--- src/rtl/cpuPkg.sv ---
package cpuPkg;

  localparam int DataWidth = 32;
  localparam int RegIndexWidth = 8;  // widest register field in the instruction word

  typedef logic [DataWidth-1:0] word_t;

  // ====================================================================
  // opcodes kept from the original numbering
  // ====================================================================
  typedef enum logic [5:0] {
    opMove        = 6'd1,
    opLoadImm     = 6'd2,
    opLoadInd     = 6'd3,
    opLoadOff     = 6'd4,
    opLoadAbs     = 6'd6,
    opStoreAbs    = 6'd7,
    opStoreOff    = 6'd8,
    opPush        = 6'd11,
    opPop         = 6'd12,
    opCmpReg      = 6'd13,
    opCmpImm      = 6'd14,
    opSetEq       = 6'd15,
    opSetNe       = 6'd16,
    opSetLt       = 6'd17,
    opSetGt       = 6'd18,
    opJump        = 6'd19,
    opJumpNotEq   = 6'd20,
    opJumpEq      = 6'd21,
    opJumpZero    = 6'd22,
    opJumpNonZero = 6'd23,
    opAddImm      = 6'd28,
    opAddReg      = 6'd29,
    opSubImm      = 6'd30,
    opSubReg      = 6'd31,
    opInc         = 6'd33,
    opDec         = 6'd34,
    opShl         = 6'd35,
    opShr         = 6'd36,
    opNeg         = 6'd37,
    opDebugOut    = 6'd47
  } opcode_t;

  typedef enum logic [1:0] {
    memError = 2'd0,
    memBusy  = 2'd1,
    memDone  = 2'd2
  } memStatus_t;

  typedef enum logic [1:0] {
    haltNone,
    haltFetchError,
    haltDataError,
    haltIllegal
  } haltCode_t;

  typedef struct packed {
    opcode_t                  op;
    logic [RegIndexWidth-1:0] regA;
    logic [RegIndexWidth-1:0] regB;
    logic [RegIndexWidth-1:0] regC;
    word_t                    dataWord;
    logic                     hasDataWord;
    logic                     illegal;
    logic                     fetchError;
  } decodedInstr_t;

  typedef struct packed {
    logic  write;
    word_t address;
    word_t writeData;
  } memRequest_t;

  typedef struct packed {
    word_t readData;
    logic  error;
  } memResult_t;

endpackage

--- src/rtl/aluUnit.sv ---
`timescale 1ns/1ps

module aluUnit (
  input  cpuPkg::opcode_t op,
  input  cpuPkg::word_t   operandA,
  input  cpuPkg::word_t   operandB,
  input  cpuPkg::word_t   operandC,
  input  cpuPkg::word_t   dataWord,
  output cpuPkg::word_t   result,
  output cpuPkg::word_t   flags
);
  import cpuPkg::*;

  word_t cmpRhs;

  assign cmpRhs = (op == opCmpImm) ? dataWord : operandB;

  // upper bits of register 1 pass through
  assign flags = {operandC[DataWidth-1:3],
                  operandA > cmpRhs,
                  operandA < cmpRhs,
                  operandA == cmpRhs};

  always_comb begin
    case (op)
      opMove:    result = operandB;
      opLoadImm: result = dataWord;
      opAddImm:  result = operandB + dataWord;
      opAddReg:  result = operandB + operandC;
      opSubImm:  result = operandB - dataWord;
      opSubReg:  result = operandB - operandC;
      opInc:     result = operandA + 32'd1;
      opDec:     result = operandA - 32'd1;
      opShl:     result = operandB << operandC;  // large counts give zero
      opShr:     result = operandB >> operandC;
      opNeg:     result = -operandB;
      opSetEq:   result = word_t'(operandB == operandC);
      opSetNe:   result = word_t'(operandB != operandC);
      opSetLt:   result = word_t'(operandB < operandC);
      opSetGt:   result = word_t'(operandB > operandC);
      default:   result = '0;
    endcase
  end

endmodule

--- src/rtl/regFile.sv ---
`timescale 1ns/1ps

module regFile #(
  parameter int RegCount = 16
) (
  input  logic                        clk,
  input  logic                        rst,
  input  logic [$clog2(RegCount)-1:0] rdIndexA,
  input  logic [$clog2(RegCount)-1:0] rdIndexB,
  input  logic [$clog2(RegCount)-1:0] rdIndexC,
  output cpuPkg::word_t               rdDataA,
  output cpuPkg::word_t               rdDataB,
  output cpuPkg::word_t               rdDataC,
  input  logic                        wrEnable,
  input  logic [$clog2(RegCount)-1:0] wrIndex,
  input  cpuPkg::word_t               wrData
);
  import cpuPkg::*;

  word_t regs [RegCount];  // r0 stack pointer, r1 flags

  assign rdDataA = regs[rdIndexA];
  assign rdDataB = regs[rdIndexB];
  assign rdDataC = regs[rdIndexC];

  always_ff @(posedge clk) begin
    if (rst) begin
      for (int i = 0; i < RegCount; i++) begin
        regs[i] <= '0;
      end
    end else if (wrEnable) begin
      regs[wrIndex] <= wrData;
    end
  end

  assert property (@(posedge clk) disable iff (rst)
    wrEnable |-> !$isunknown(wrIndex) && wrIndex < RegCount);

endmodule

--- src/rtl/instrFetch.sv ---
`timescale 1ns/1ps

module instrFetch (
  input  logic                  clk,
  input  logic                  rst,
  input  logic                  fetchReq,
  input  cpuPkg::word_t         fetchPc,
  output logic                  fetchAck,
  output cpuPkg::decodedInstr_t instr,
  output logic                  fetchMemReq,
  output cpuPkg::memRequest_t   fetchMemOp,
  input  logic                  fetchMemAck,
  input  cpuPkg::memResult_t    fetchMemResult
);
  import cpuPkg::*;

  typedef enum logic [1:0] {fsWait, fsReadInstr, fsReadData, fsPresent} fetchState_t;

  fetchState_t state;
  opcode_t     rawOp;
  logic        kept;
  logic        needsData;
  word_t       word;

  assign word  = fetchMemResult.readData;
  assign rawOp = opcode_t'(word[5:0]);

  // opcode classes
  always_comb begin
    kept = 1'b1;
    needsData = 1'b0;
    case (rawOp)
      opLoadImm, opLoadOff, opLoadAbs, opStoreAbs, opStoreOff, opCmpImm,
      opJump, opJumpNotEq, opJumpEq, opJumpZero, opJumpNonZero,
      opAddImm, opSubImm:
        needsData = 1'b1;
      opMove, opLoadInd, opPush, opPop, opCmpReg, opSetEq, opSetNe, opSetLt,
      opSetGt, opAddReg, opSubReg, opInc, opDec, opShl, opShr, opNeg, opDebugOut:
        needsData = 1'b0;
      default:
        kept = 1'b0;  // dropped or unknown
    endcase
  end

  always_ff @(posedge clk) begin
    if (rst) begin
      state <= fsWait;
      fetchAck <= 1'b0;
      fetchMemReq <= 1'b0;
    end else begin
      case (state)
        fsWait: if (fetchReq && !fetchMemAck) begin
          fetchMemReq <= 1'b1;
          state <= fsReadInstr;
        end
        fsReadInstr: if (fetchMemAck) begin
          fetchMemReq <= 1'b0;
          if (!fetchMemResult.error && kept && needsData) begin
            state <= fsReadData;
          end else begin
            fetchAck <= 1'b1;
            state <= fsPresent;
          end
        end
        fsReadData: begin
          if (fetchMemReq && fetchMemAck) begin
            fetchMemReq <= 1'b0;
            fetchAck <= 1'b1;
            state <= fsPresent;
          end else if (!fetchMemReq && !fetchMemAck) begin
            fetchMemReq <= 1'b1;  // second word once the first ack is gone
          end
        end
        fsPresent: if (!fetchReq) begin
          fetchAck <= 1'b0;
          state <= fsWait;
        end
        default: state <= fsWait;
      endcase
    end
  end

  always_ff @(posedge clk) begin
    case (state)
      fsWait: fetchMemOp <= '{write: 1'b0, address: fetchPc, writeData: '0};
      fsReadInstr: if (fetchMemAck) begin
        fetchMemOp.address <= fetchPc + 32'd4;
        instr.op <= rawOp;
        instr.regA <= word[15:8];
        instr.regB <= word[23:16];
        instr.regC <= word[31:24];
        instr.dataWord <= '0;
        instr.hasDataWord <= needsData;
        instr.illegal <= !kept && !fetchMemResult.error;
        instr.fetchError <= fetchMemResult.error;
      end
      fsReadData: if (fetchMemReq && fetchMemAck) begin
        instr.dataWord <= word;
        instr.fetchError <= fetchMemResult.error;
      end
      default: ;
    endcase
  end

endmodule

--- src/rtl/memPort.sv ---
`timescale 1ns/1ps

module memPort (
  input  logic               clk,
  input  logic               rst,
  input  logic               fetchMemReq,
  input  cpuPkg::memRequest_t fetchMemOp,
  output logic               fetchMemAck,
  output cpuPkg::memResult_t fetchMemResult,
  input  logic               lsMemReq,
  input  cpuPkg::memRequest_t lsMemOp,
  output logic               lsMemAck,
  output cpuPkg::memResult_t lsMemResult,
  output logic               memReadReq,
  output logic               memWriteReq,
  output cpuPkg::word_t      memAddress,
  output cpuPkg::word_t      memWriteData,
  input  cpuPkg::memStatus_t memStatus,
  input  cpuPkg::word_t      memReadData
);
  import cpuPkg::*;

  typedef enum logic [1:0] {mpIdle, mpWait, mpAck} portState_t;

  portState_t  state;
  logic        servingLs;  // which link owns the current transaction
  memRequest_t op;
  memResult_t  result;

  assign op = lsMemReq ? lsMemOp : fetchMemOp;
  assign fetchMemResult = result;
  assign lsMemResult = result;

  always_ff @(posedge clk) begin
    if (rst) begin
      state <= mpIdle;
      memReadReq <= 1'b0;
      memWriteReq <= 1'b0;
      fetchMemAck <= 1'b0;
      lsMemAck <= 1'b0;
    end else begin
      memReadReq <= 1'b0;  // single cycle pulses
      memWriteReq <= 1'b0;
      case (state)
        mpIdle: if (fetchMemReq || lsMemReq) begin
          memReadReq <= !op.write;
          memWriteReq <= op.write;
          state <= mpWait;
        end
        mpWait: if (memStatus == memDone || memStatus == memError) begin
          fetchMemAck <= !servingLs;
          lsMemAck <= servingLs;
          state <= mpAck;
        end
        mpAck: if (!(servingLs ? lsMemReq : fetchMemReq)) begin
          fetchMemAck <= 1'b0;
          lsMemAck <= 1'b0;
          state <= mpIdle;
        end
        default: state <= mpIdle;
      endcase
    end
  end

  always_ff @(posedge clk) begin
    if (state == mpIdle) begin
      servingLs <= lsMemReq;
      memAddress <= op.address;
      memWriteData <= op.writeData;
    end
    if (state == mpWait) begin
      result <= '{readData: memReadData, error: memStatus == memError};
    end
  end

  // fetch and execute never compete for memory
  assert property (@(posedge clk) disable iff (rst) !(fetchMemReq && lsMemReq));

endmodule

--- src/rtl/execUnit.sv ---
`timescale 1ns/1ps

module execUnit #(
  parameter int            RegCount = 16,
  parameter cpuPkg::word_t ResetPc  = '0
) (
  input  logic                        clk,
  input  logic                        rst,
  output logic                        fetchReq,
  output cpuPkg::word_t               fetchPc,
  input  logic                        fetchAck,
  input  cpuPkg::decodedInstr_t       instr,
  output logic                        lsMemReq,
  output cpuPkg::memRequest_t         lsMemOp,
  input  logic                        lsMemAck,
  input  cpuPkg::memResult_t          lsMemResult,
  output logic [$clog2(RegCount)-1:0] rdIndexA,
  output logic [$clog2(RegCount)-1:0] rdIndexB,
  output logic [$clog2(RegCount)-1:0] rdIndexC,
  input  cpuPkg::word_t               rdDataA,
  input  cpuPkg::word_t               rdDataB,
  input  cpuPkg::word_t               rdDataC,
  output logic                        wrEnable,
  output logic [$clog2(RegCount)-1:0] wrIndex,
  output cpuPkg::word_t               wrData,
  output cpuPkg::word_t               debugOut,
  output logic                        debugValid,
  output logic                        halted,
  output cpuPkg::haltCode_t           haltCode,
  output cpuPkg::word_t               instrPointer
);
  import cpuPkg::*;

  localparam int IdxW = $clog2(RegCount);

  typedef enum logic [2:0] {stIdle, stFetching, stExecuting, stMemory, stHalted} execState_t;

  execState_t    state;
  decodedInstr_t cur;
  word_t         aluResult;
  word_t         aluFlags;
  word_t         nextIp;
  word_t         stackPtr;
  word_t         memAddr;
  word_t         storeData;
  logic          isStore;
  logic          isMemOp;
  logic          writesReg;
  logic          jumpTaken;

  aluUnit alu_i (
    .op(cur.op),
    .operandA(rdDataA),
    .operandB(rdDataB),
    .operandC(rdDataC),
    .dataWord(cur.dataWord),
    .result(aluResult),
    .flags(aluFlags)
  );

  assign fetchPc = instrPointer;
  assign halted = (state == stHalted);
  assign nextIp = instrPointer + (cur.hasDataWord ? 32'd8 : 32'd4);
  assign stackPtr = rdDataC;

  assign isStore = cur.op inside {opStoreAbs, opStoreOff, opPush};
  assign isMemOp = isStore || (cur.op inside {opLoadInd, opLoadOff, opLoadAbs, opPop});
  assign writesReg = cur.op inside {opMove, opLoadImm, opAddImm, opAddReg, opSubImm, opSubReg,
                                    opSetEq, opSetNe, opSetLt, opSetGt,
                                    opInc, opDec, opShl, opShr, opNeg};

  // ====================================================================
  // operand, address and branch selection
  // ====================================================================
  assign rdIndexA = cur.regA[IdxW-1:0];
  assign rdIndexB = cur.regB[IdxW-1:0];

  always_comb begin
    case (cur.op)
      opCmpReg, opCmpImm, opJumpEq, opJumpNotEq: rdIndexC = IdxW'(1);  // flags
      opPush, opPop: rdIndexC = '0;                                     // stack pointer
      default: rdIndexC = cur.regC[IdxW-1:0];
    endcase
  end

  always_comb begin
    memAddr = cur.dataWord;
    storeData = rdDataB;
    case (cur.op)
      opLoadInd: memAddr = rdDataB;
      opLoadOff: memAddr = cur.dataWord + rdDataB;
      opStoreOff: memAddr = cur.dataWord + rdDataA;
      opPush: begin
        memAddr = stackPtr;
        storeData = rdDataA;
      end
      opPop: memAddr = stackPtr - 32'd4;
      default: ;
    endcase
  end

  always_comb begin
    case (cur.op)
      opJump: jumpTaken = 1'b1;
      opJumpEq: jumpTaken = rdDataC[0];
      opJumpNotEq: jumpTaken = !rdDataC[0];
      opJumpZero: jumpTaken = (rdDataA == '0);
      opJumpNonZero: jumpTaken = (rdDataA != '0);
      default: jumpTaken = 1'b0;
    endcase
  end

  // ====================================================================
  // write back
  // ====================================================================
  always_comb begin
    wrEnable = 1'b0;
    wrIndex = rdIndexA;
    wrData = aluResult;
    if (state == stExecuting) begin
      if (cur.op inside {opCmpReg, opCmpImm}) begin
        wrEnable = 1'b1;
        wrIndex = IdxW'(1);
        wrData = aluFlags;
      end else if (cur.op inside {opPush, opPop}) begin
        wrEnable = 1'b1;  // stack pointer moves before the access completes
        wrIndex = '0;
        wrData = (cur.op == opPush) ? stackPtr + 32'd4 : stackPtr - 32'd4;
      end else begin
        wrEnable = writesReg;
      end
    end else if (state == stMemory && lsMemReq && lsMemAck) begin
      wrEnable = !isStore && !lsMemResult.error;
      wrData = lsMemResult.readData;
    end
  end

  // ====================================================================
  // sequencer
  // ====================================================================
  always_ff @(posedge clk) begin
    if (rst) begin
      state <= stIdle;
      fetchReq <= 1'b0;
      lsMemReq <= 1'b0;
      debugValid <= 1'b0;
      debugOut <= '0;
      haltCode <= haltNone;
      instrPointer <= ResetPc;
    end else begin
      debugValid <= 1'b0;
      case (state)
        stIdle: if (!fetchAck) begin
          fetchReq <= 1'b1;
          state <= stFetching;
        end
        stFetching: if (fetchAck) begin
          fetchReq <= 1'b0;
          if (instr.fetchError) begin
            haltCode <= haltFetchError;
            state <= stHalted;
          end else if (instr.illegal) begin
            haltCode <= haltIllegal;
            state <= stHalted;
          end else begin
            state <= stExecuting;
          end
        end
        stExecuting: begin
          if (isMemOp) begin
            lsMemReq <= 1'b1;
            state <= stMemory;
          end else begin
            if (cur.op == opDebugOut) begin
              debugOut <= rdDataA;
              debugValid <= 1'b1;
            end
            instrPointer <= jumpTaken ? cur.dataWord : nextIp;
            state <= stIdle;
          end
        end
        stMemory: if (lsMemAck) begin
          lsMemReq <= 1'b0;
          if (lsMemResult.error) begin
            haltCode <= haltDataError;
            state <= stHalted;
          end else begin
            instrPointer <= nextIp;
            state <= stIdle;
          end
        end
        default: ;  // halted until reset
      endcase
    end
  end

  always_ff @(posedge clk) begin
    if (state == stFetching && fetchAck) cur <= instr;
    if (state == stExecuting) begin
      lsMemOp <= '{write: isStore, address: memAddr, writeData: storeData};
    end
  end

  // a halted core stays silent
  assert property (@(posedge clk) disable iff (rst)
    halted |-> !wrEnable && !lsMemReq && !fetchReq);

endmodule

--- src/rtl/cpuCore.sv ---
`timescale 1ns/1ps

module cpuCore #(
  parameter int            RegCount = 16,
  parameter cpuPkg::word_t ResetPc  = '0
) (
  input  logic                clk,
  input  logic                rst,
  output logic                memReadReq,
  output logic                memWriteReq,
  output cpuPkg::word_t       memAddress,
  output cpuPkg::word_t       memWriteData,
  input  cpuPkg::memStatus_t  memStatus,
  input  cpuPkg::word_t       memReadData,
  output cpuPkg::word_t       debugOut,
  output logic                debugValid,
  output logic                halted,
  output cpuPkg::haltCode_t   haltCode,
  output cpuPkg::word_t       instrPointer
);
  import cpuPkg::*;

  // fetch link
  logic          fetchReq;
  word_t         fetchPc;
  logic          fetchAck;
  decodedInstr_t instr;

  // memory links
  logic        fetchMemReq;
  memRequest_t fetchMemOp;
  logic        fetchMemAck;
  memResult_t  fetchMemResult;
  logic        lsMemReq;
  memRequest_t lsMemOp;
  logic        lsMemAck;
  memResult_t  lsMemResult;

  // register file ports
  logic [$clog2(RegCount)-1:0] rdIndexA, rdIndexB, rdIndexC, wrIndex;
  word_t                       rdDataA, rdDataB, rdDataC, wrData;
  logic                        wrEnable;

  instrFetch fetch_i (.*);

  execUnit #(.RegCount(RegCount), .ResetPc(ResetPc)) exec_i (.*);

  regFile #(.RegCount(RegCount)) regs_i (.*);

  memPort mem_i (.*);

endmodule

--- config.mk ---
export PLATFORM = sky130hd
export DESIGN_NAME = cpuCore
export DESIGN_NICKNAME = d
export VERILOG_FILES = /design/src/rtl/cpuPkg.sv /design/src/rtl/aluUnit.sv /design/src/rtl/regFile.sv /design/src/rtl/instrFetch.sv /design/src/rtl/memPort.sv /design/src/rtl/execUnit.sv /design/src/rtl/cpuCore.sv
export SDC_FILE = /design/constraint.sdc
export NUM_CORES = 2
export LEC_CHECK = 0
export BUFFER_PORTS_ARGS = -buffer_cell sky130_fd_sc_hd__buf_2
export CAP_MARGIN = 15
export CELL_PAD_IN_SITES_DETAIL_PLACEMENT = 1
export CELL_PAD_IN_SITES_GLOBAL_PLACEMENT = 1
export CORE_ASPECT_RATIO = 0.5
export CORE_UTILIZATION = 47
export CTS_CLUSTER_SIZE = 25
export DETAILED_ROUTE_END_ITERATION = 10
export PLACE_DENSITY_LB_ADDON = 0.1
export SLEW_MARGIN = 0
export SYNTH_ARGS = -nofsm -noshare
export SYNTH_HDL_FRONTEND = slang
export SYNTH_HIERARCHICAL = 1
export SYNTH_SLANG_ARGS = --single-unit
--- constraint.sdc ---
create_clock -name clk -period 8.2 [get_ports clk]
set_input_delay 0 -clock clk [delete_from_list [all_inputs] [get_ports clk]]
set_output_delay 0 -clock clk [all_outputs]
set_load 0.02 [all_outputs]
==> results.json <==
{
  "wire_per_inst_um": 41.1,
  "timing.final.ws_setup_ns": -0.00131,
  "cp-startpoint": "exec_i/cur[59]",
  "cp.depth": 27,
  "relSlewSlack_pct": 10.6,
  "start_util_pct": 47.7,
  "violations": "setup timing",
  "drt_iter0_drc": 9867,
  "die_y_um": 267,
  "cap_viol_max_count": 0,
  "p_leak_uw": 0.0288,
  "nets": 6718,
  "die_w_um": 531,
  "worst_setup_path_end_kind": "register",
  "critical_path.top_delay_family": "simple AND/OR/NAND/NOR gates",
  "grt_pass1_vias": 60900,
  "vias": 61700,
  "antenna_found_initial": 36,
  "utilization_pct": 54.7,
  "syn2layout_area_growth_pct": 14.8,
  "cp-start-kind": "register",
  "io_pins": 170,
  "die_area_um2": 142000,
  "drtAntennaViolNets": 0,
  "final-hold-violation-count": 0,
  "nFillCells": 14600,
  "skew_ns": 0.0715,
  "cts_buffer_depth": 3,
  "dp_hpwl_mm": 243,
  "htreeDepth": 3,
  "peakVddDrop_mv": 0.181,
  "drtPass1Iterations": 9,
  "outcome": "complete, but fails checks",
  "crit_end": "regs_i/regs[4][15]",
  "crit_path_frequent_cell": "buf_4",
  "yosys_warnings": 6,
  "min_path_type": "in -> reg",
  "cts_root_buffer": "clkbuf_16",
  "cp.arrival_ns": 8.78,
  "grt_max_degree": 86,
  "clock_sinks": 893,
  "synthCells": 6160,
  "worstMarginPinSlew_ns": 1.34,
  "ff2ff_setup_slack_ns": -0.001,
  "cts_tree": "done",
  "post-route-period-util_pct": 100,
  "finalCriticalPeriod_ns": 8.20,
  "io_buffers": 169,
  "cts_made_buffers": 82,
  "clkTransAtPathRegs_ns": 0.07,
  "grt-ovfl-total": 0,
  "detail_route.vias_per_cell": 7.29,
  "slew_viol_final": 0,
  "coreArea_um2": 138000,
  "route.detailed.drc": 0,
  "drive_gt1_share_pct": 26.0,
  "r2r_cells": 27,
  "crit_buf_inv": 9,
  "grt_pass1_wl_mm": 476,
  "synth.avg_cell_area_um2": 10.7,
  "p_per_area_nw_per_um2": 280,
  "fmax_ghz": 0.122,
  "rows": 96,
  "totalWireLength_mm": 347,
  "rsz0062_at_grt": "yes",
  "timing.rr.end": "regs_i/regs[4][15]",
  "crit_path_top_delay_cell": "or4_4",
  "grtUsageTotal_pct": 48.4,
  "clkLatencyLatePin_ns": 0.73,
  "gp_congestion": 1.06,
  "critPathMaxStageDelay_ns": 0.74,
  "critPathMaxFanout": 34,
  "path_class": "reg -> reg",
  "setup_viol": 1,
  "setup_tns_ns": -0.00131,
  "syn-cell-area_um2": 65800,
  "r2r_start": "exec_i/cur[59]",
  "crit_required_ns": 8.78
}
[state kept, by name, summed over array words and instances, names as in the netlist, 2 cells and up]
| name | count |
|---|---|
| exec_i/cur | 43 |
| exec_i/debugOut | 32 |
| exec_i/fetchPc | 32 |
| exec_i/haltCode | 2 |
| exec_i/lsMemOp | 65 |
| exec_i/rdIndexA | 4 |
| exec_i/rdIndexB | 4 |
| exec_i/state | 3 |
| fetch_i/fetchMemOp | 32 |
| fetch_i/instr | 53 |
| fetch_i/state | 2 |
| mem_i/fetchMemResult | 33 |
| mem_i/memAddress | 32 |
| mem_i/memWriteData | 32 |
| mem_i/state | 2 |
| regs_i/regs | 512 |
[worst min path at each step]
stage,startpoint,end,slack (ns),cells after the start
global route,memReadData[21],mem_i/fetchMemResult[22],0.008,2
global placement,memReadData[1],mem_i/fetchMemResult[2],0.18,1
CTS,memReadData[25],mem_i/fetchMemResult[26],0.002,2
finish,memReadData[21],mem_i/fetchMemResult[22],0.01,2
floorplan,rst,mem_i/memWriteReq,0.07,1
detailed placement,memReadData[4],mem_i/fetchMemResult[5],0.18,1
[placed cells by master, fill, tap and decap left out, drive strengths merged, types with 55 or more instances in the layout]
| cell type | n |
|---|---|
| edfxtp | 811 |
| buf | 802 |
| nand2 | 600 |
| and2 | 583 |
| mux4 | 415 |
| nor2 | 342 |
| a21oi | 310 |
| o21ai | 246 |
| a22oi | 233 |
| ha | 175 |
| xnor2 | 130 |
| mux2 | 129 |
| mux2i | 128 |
| nor3 | 122 |
| nand3 | 105 |
| clkbuf | 99 |
| inv | 98 |
| dfxtp | 82 |
| xor2 | 75 |
| a21o | 70 |
| a211oi | 69 |
| nand4 | 55 |
[per-layer routing]
layer | global-route usage [%] | wire length [µm] | vias up
met4 | 27.9 | 23200 | 28
met1 | 61.7 | 128000 | 31000
met3 | 22.6 | 55500 | 1321
li1 | - | - | 24000
met2 | 67.0 | 140000 | 5224
met5 | 0 | 425 | -
[area by class of cell]
type,count,area [µm²],area share [%]
multi-input cells,4578,37300,49.4
inverters,97,367,0.485
clock inverters,54,643,0.852
repair buffers,850,6720,8.89
flip-flops and latches,893,26000,34.4
diodes,21,52.6,0.0696
well taps,1862,2330,3.08
clock buffers,98,2130,2.82
[metrics by stage]
| step | instance area, µm² | setup slack (ns) | std cells | hold WS (ns) | power (µW) |
|---|---|---|---|---|---|
| 5_1_grt | 75500 | -0.136 | 8433 | 0.00849 | 21500 |
| 2_1_floorplan | 65900 | 0.00508 | 6192 | 0.0689 | 11400 |
| 3_3_place_gp | 71300 | -0.304 | 8202 | 0.177 | 15900 |
| 4_1_cts | 75000 | 0.00162 | 8419 | 0.00216 | 20400 |
| 6_report | 75500 | -0.00131 | 8453 | 0.0112 | 21200 |
| 3_5_place_dp | 71300 | -0.369 | 8203 | 0.179 | 16200 |
[what timing repair did]
action / CTS / global route
gates cloned: 4 / 1
endpoints found under the hold margin: 49 / 0
pin swaps: 14 / 29
hold buffers: 47 / 0
resized for setup: 41 / 84
setup buffers: 13 / 13
setup endpoints to repair: 295 / 385
[where the power goes]
part / internal [µW] / leakage (µW) / switching [µW]
Sequential: 5590 / 0.00883 / 351
Combinational: 3690 / 0.0186 / 7430
Clock: 2180 / 0.00134 / 1920
Total: 11500 / 0.0288 / 9700
[worst reg2reg max path, cell delays in order (launching register included)]
cell and delay, ns:
edfxtp_1 0.43, and2_4 0.19, and3_2 0.24, nor2_4 0.27, buf_6 0.15, and3_4 0.31
buf_4 0.33, buf_6 0.41, mux4_2 0.42, a22oi_1 0.27, nand2_1 0.15, buf_4 0.19
or4_1 0.66, or3_1 0.52, or4_4 0.74, buf_4 0.26, buf_4 0.17, nor4_1 0.69
buf_4 0.23, a21oi_1 0.04, o21ai_0 0.08, a21oi_1 0.11, nand3_1 0.13, buf_4 0.19
o221ai_1 0.14, o221ai_1 0.27, buf_4 0.30, and2_1 0.21
Power figures use the tool's default switching activity.
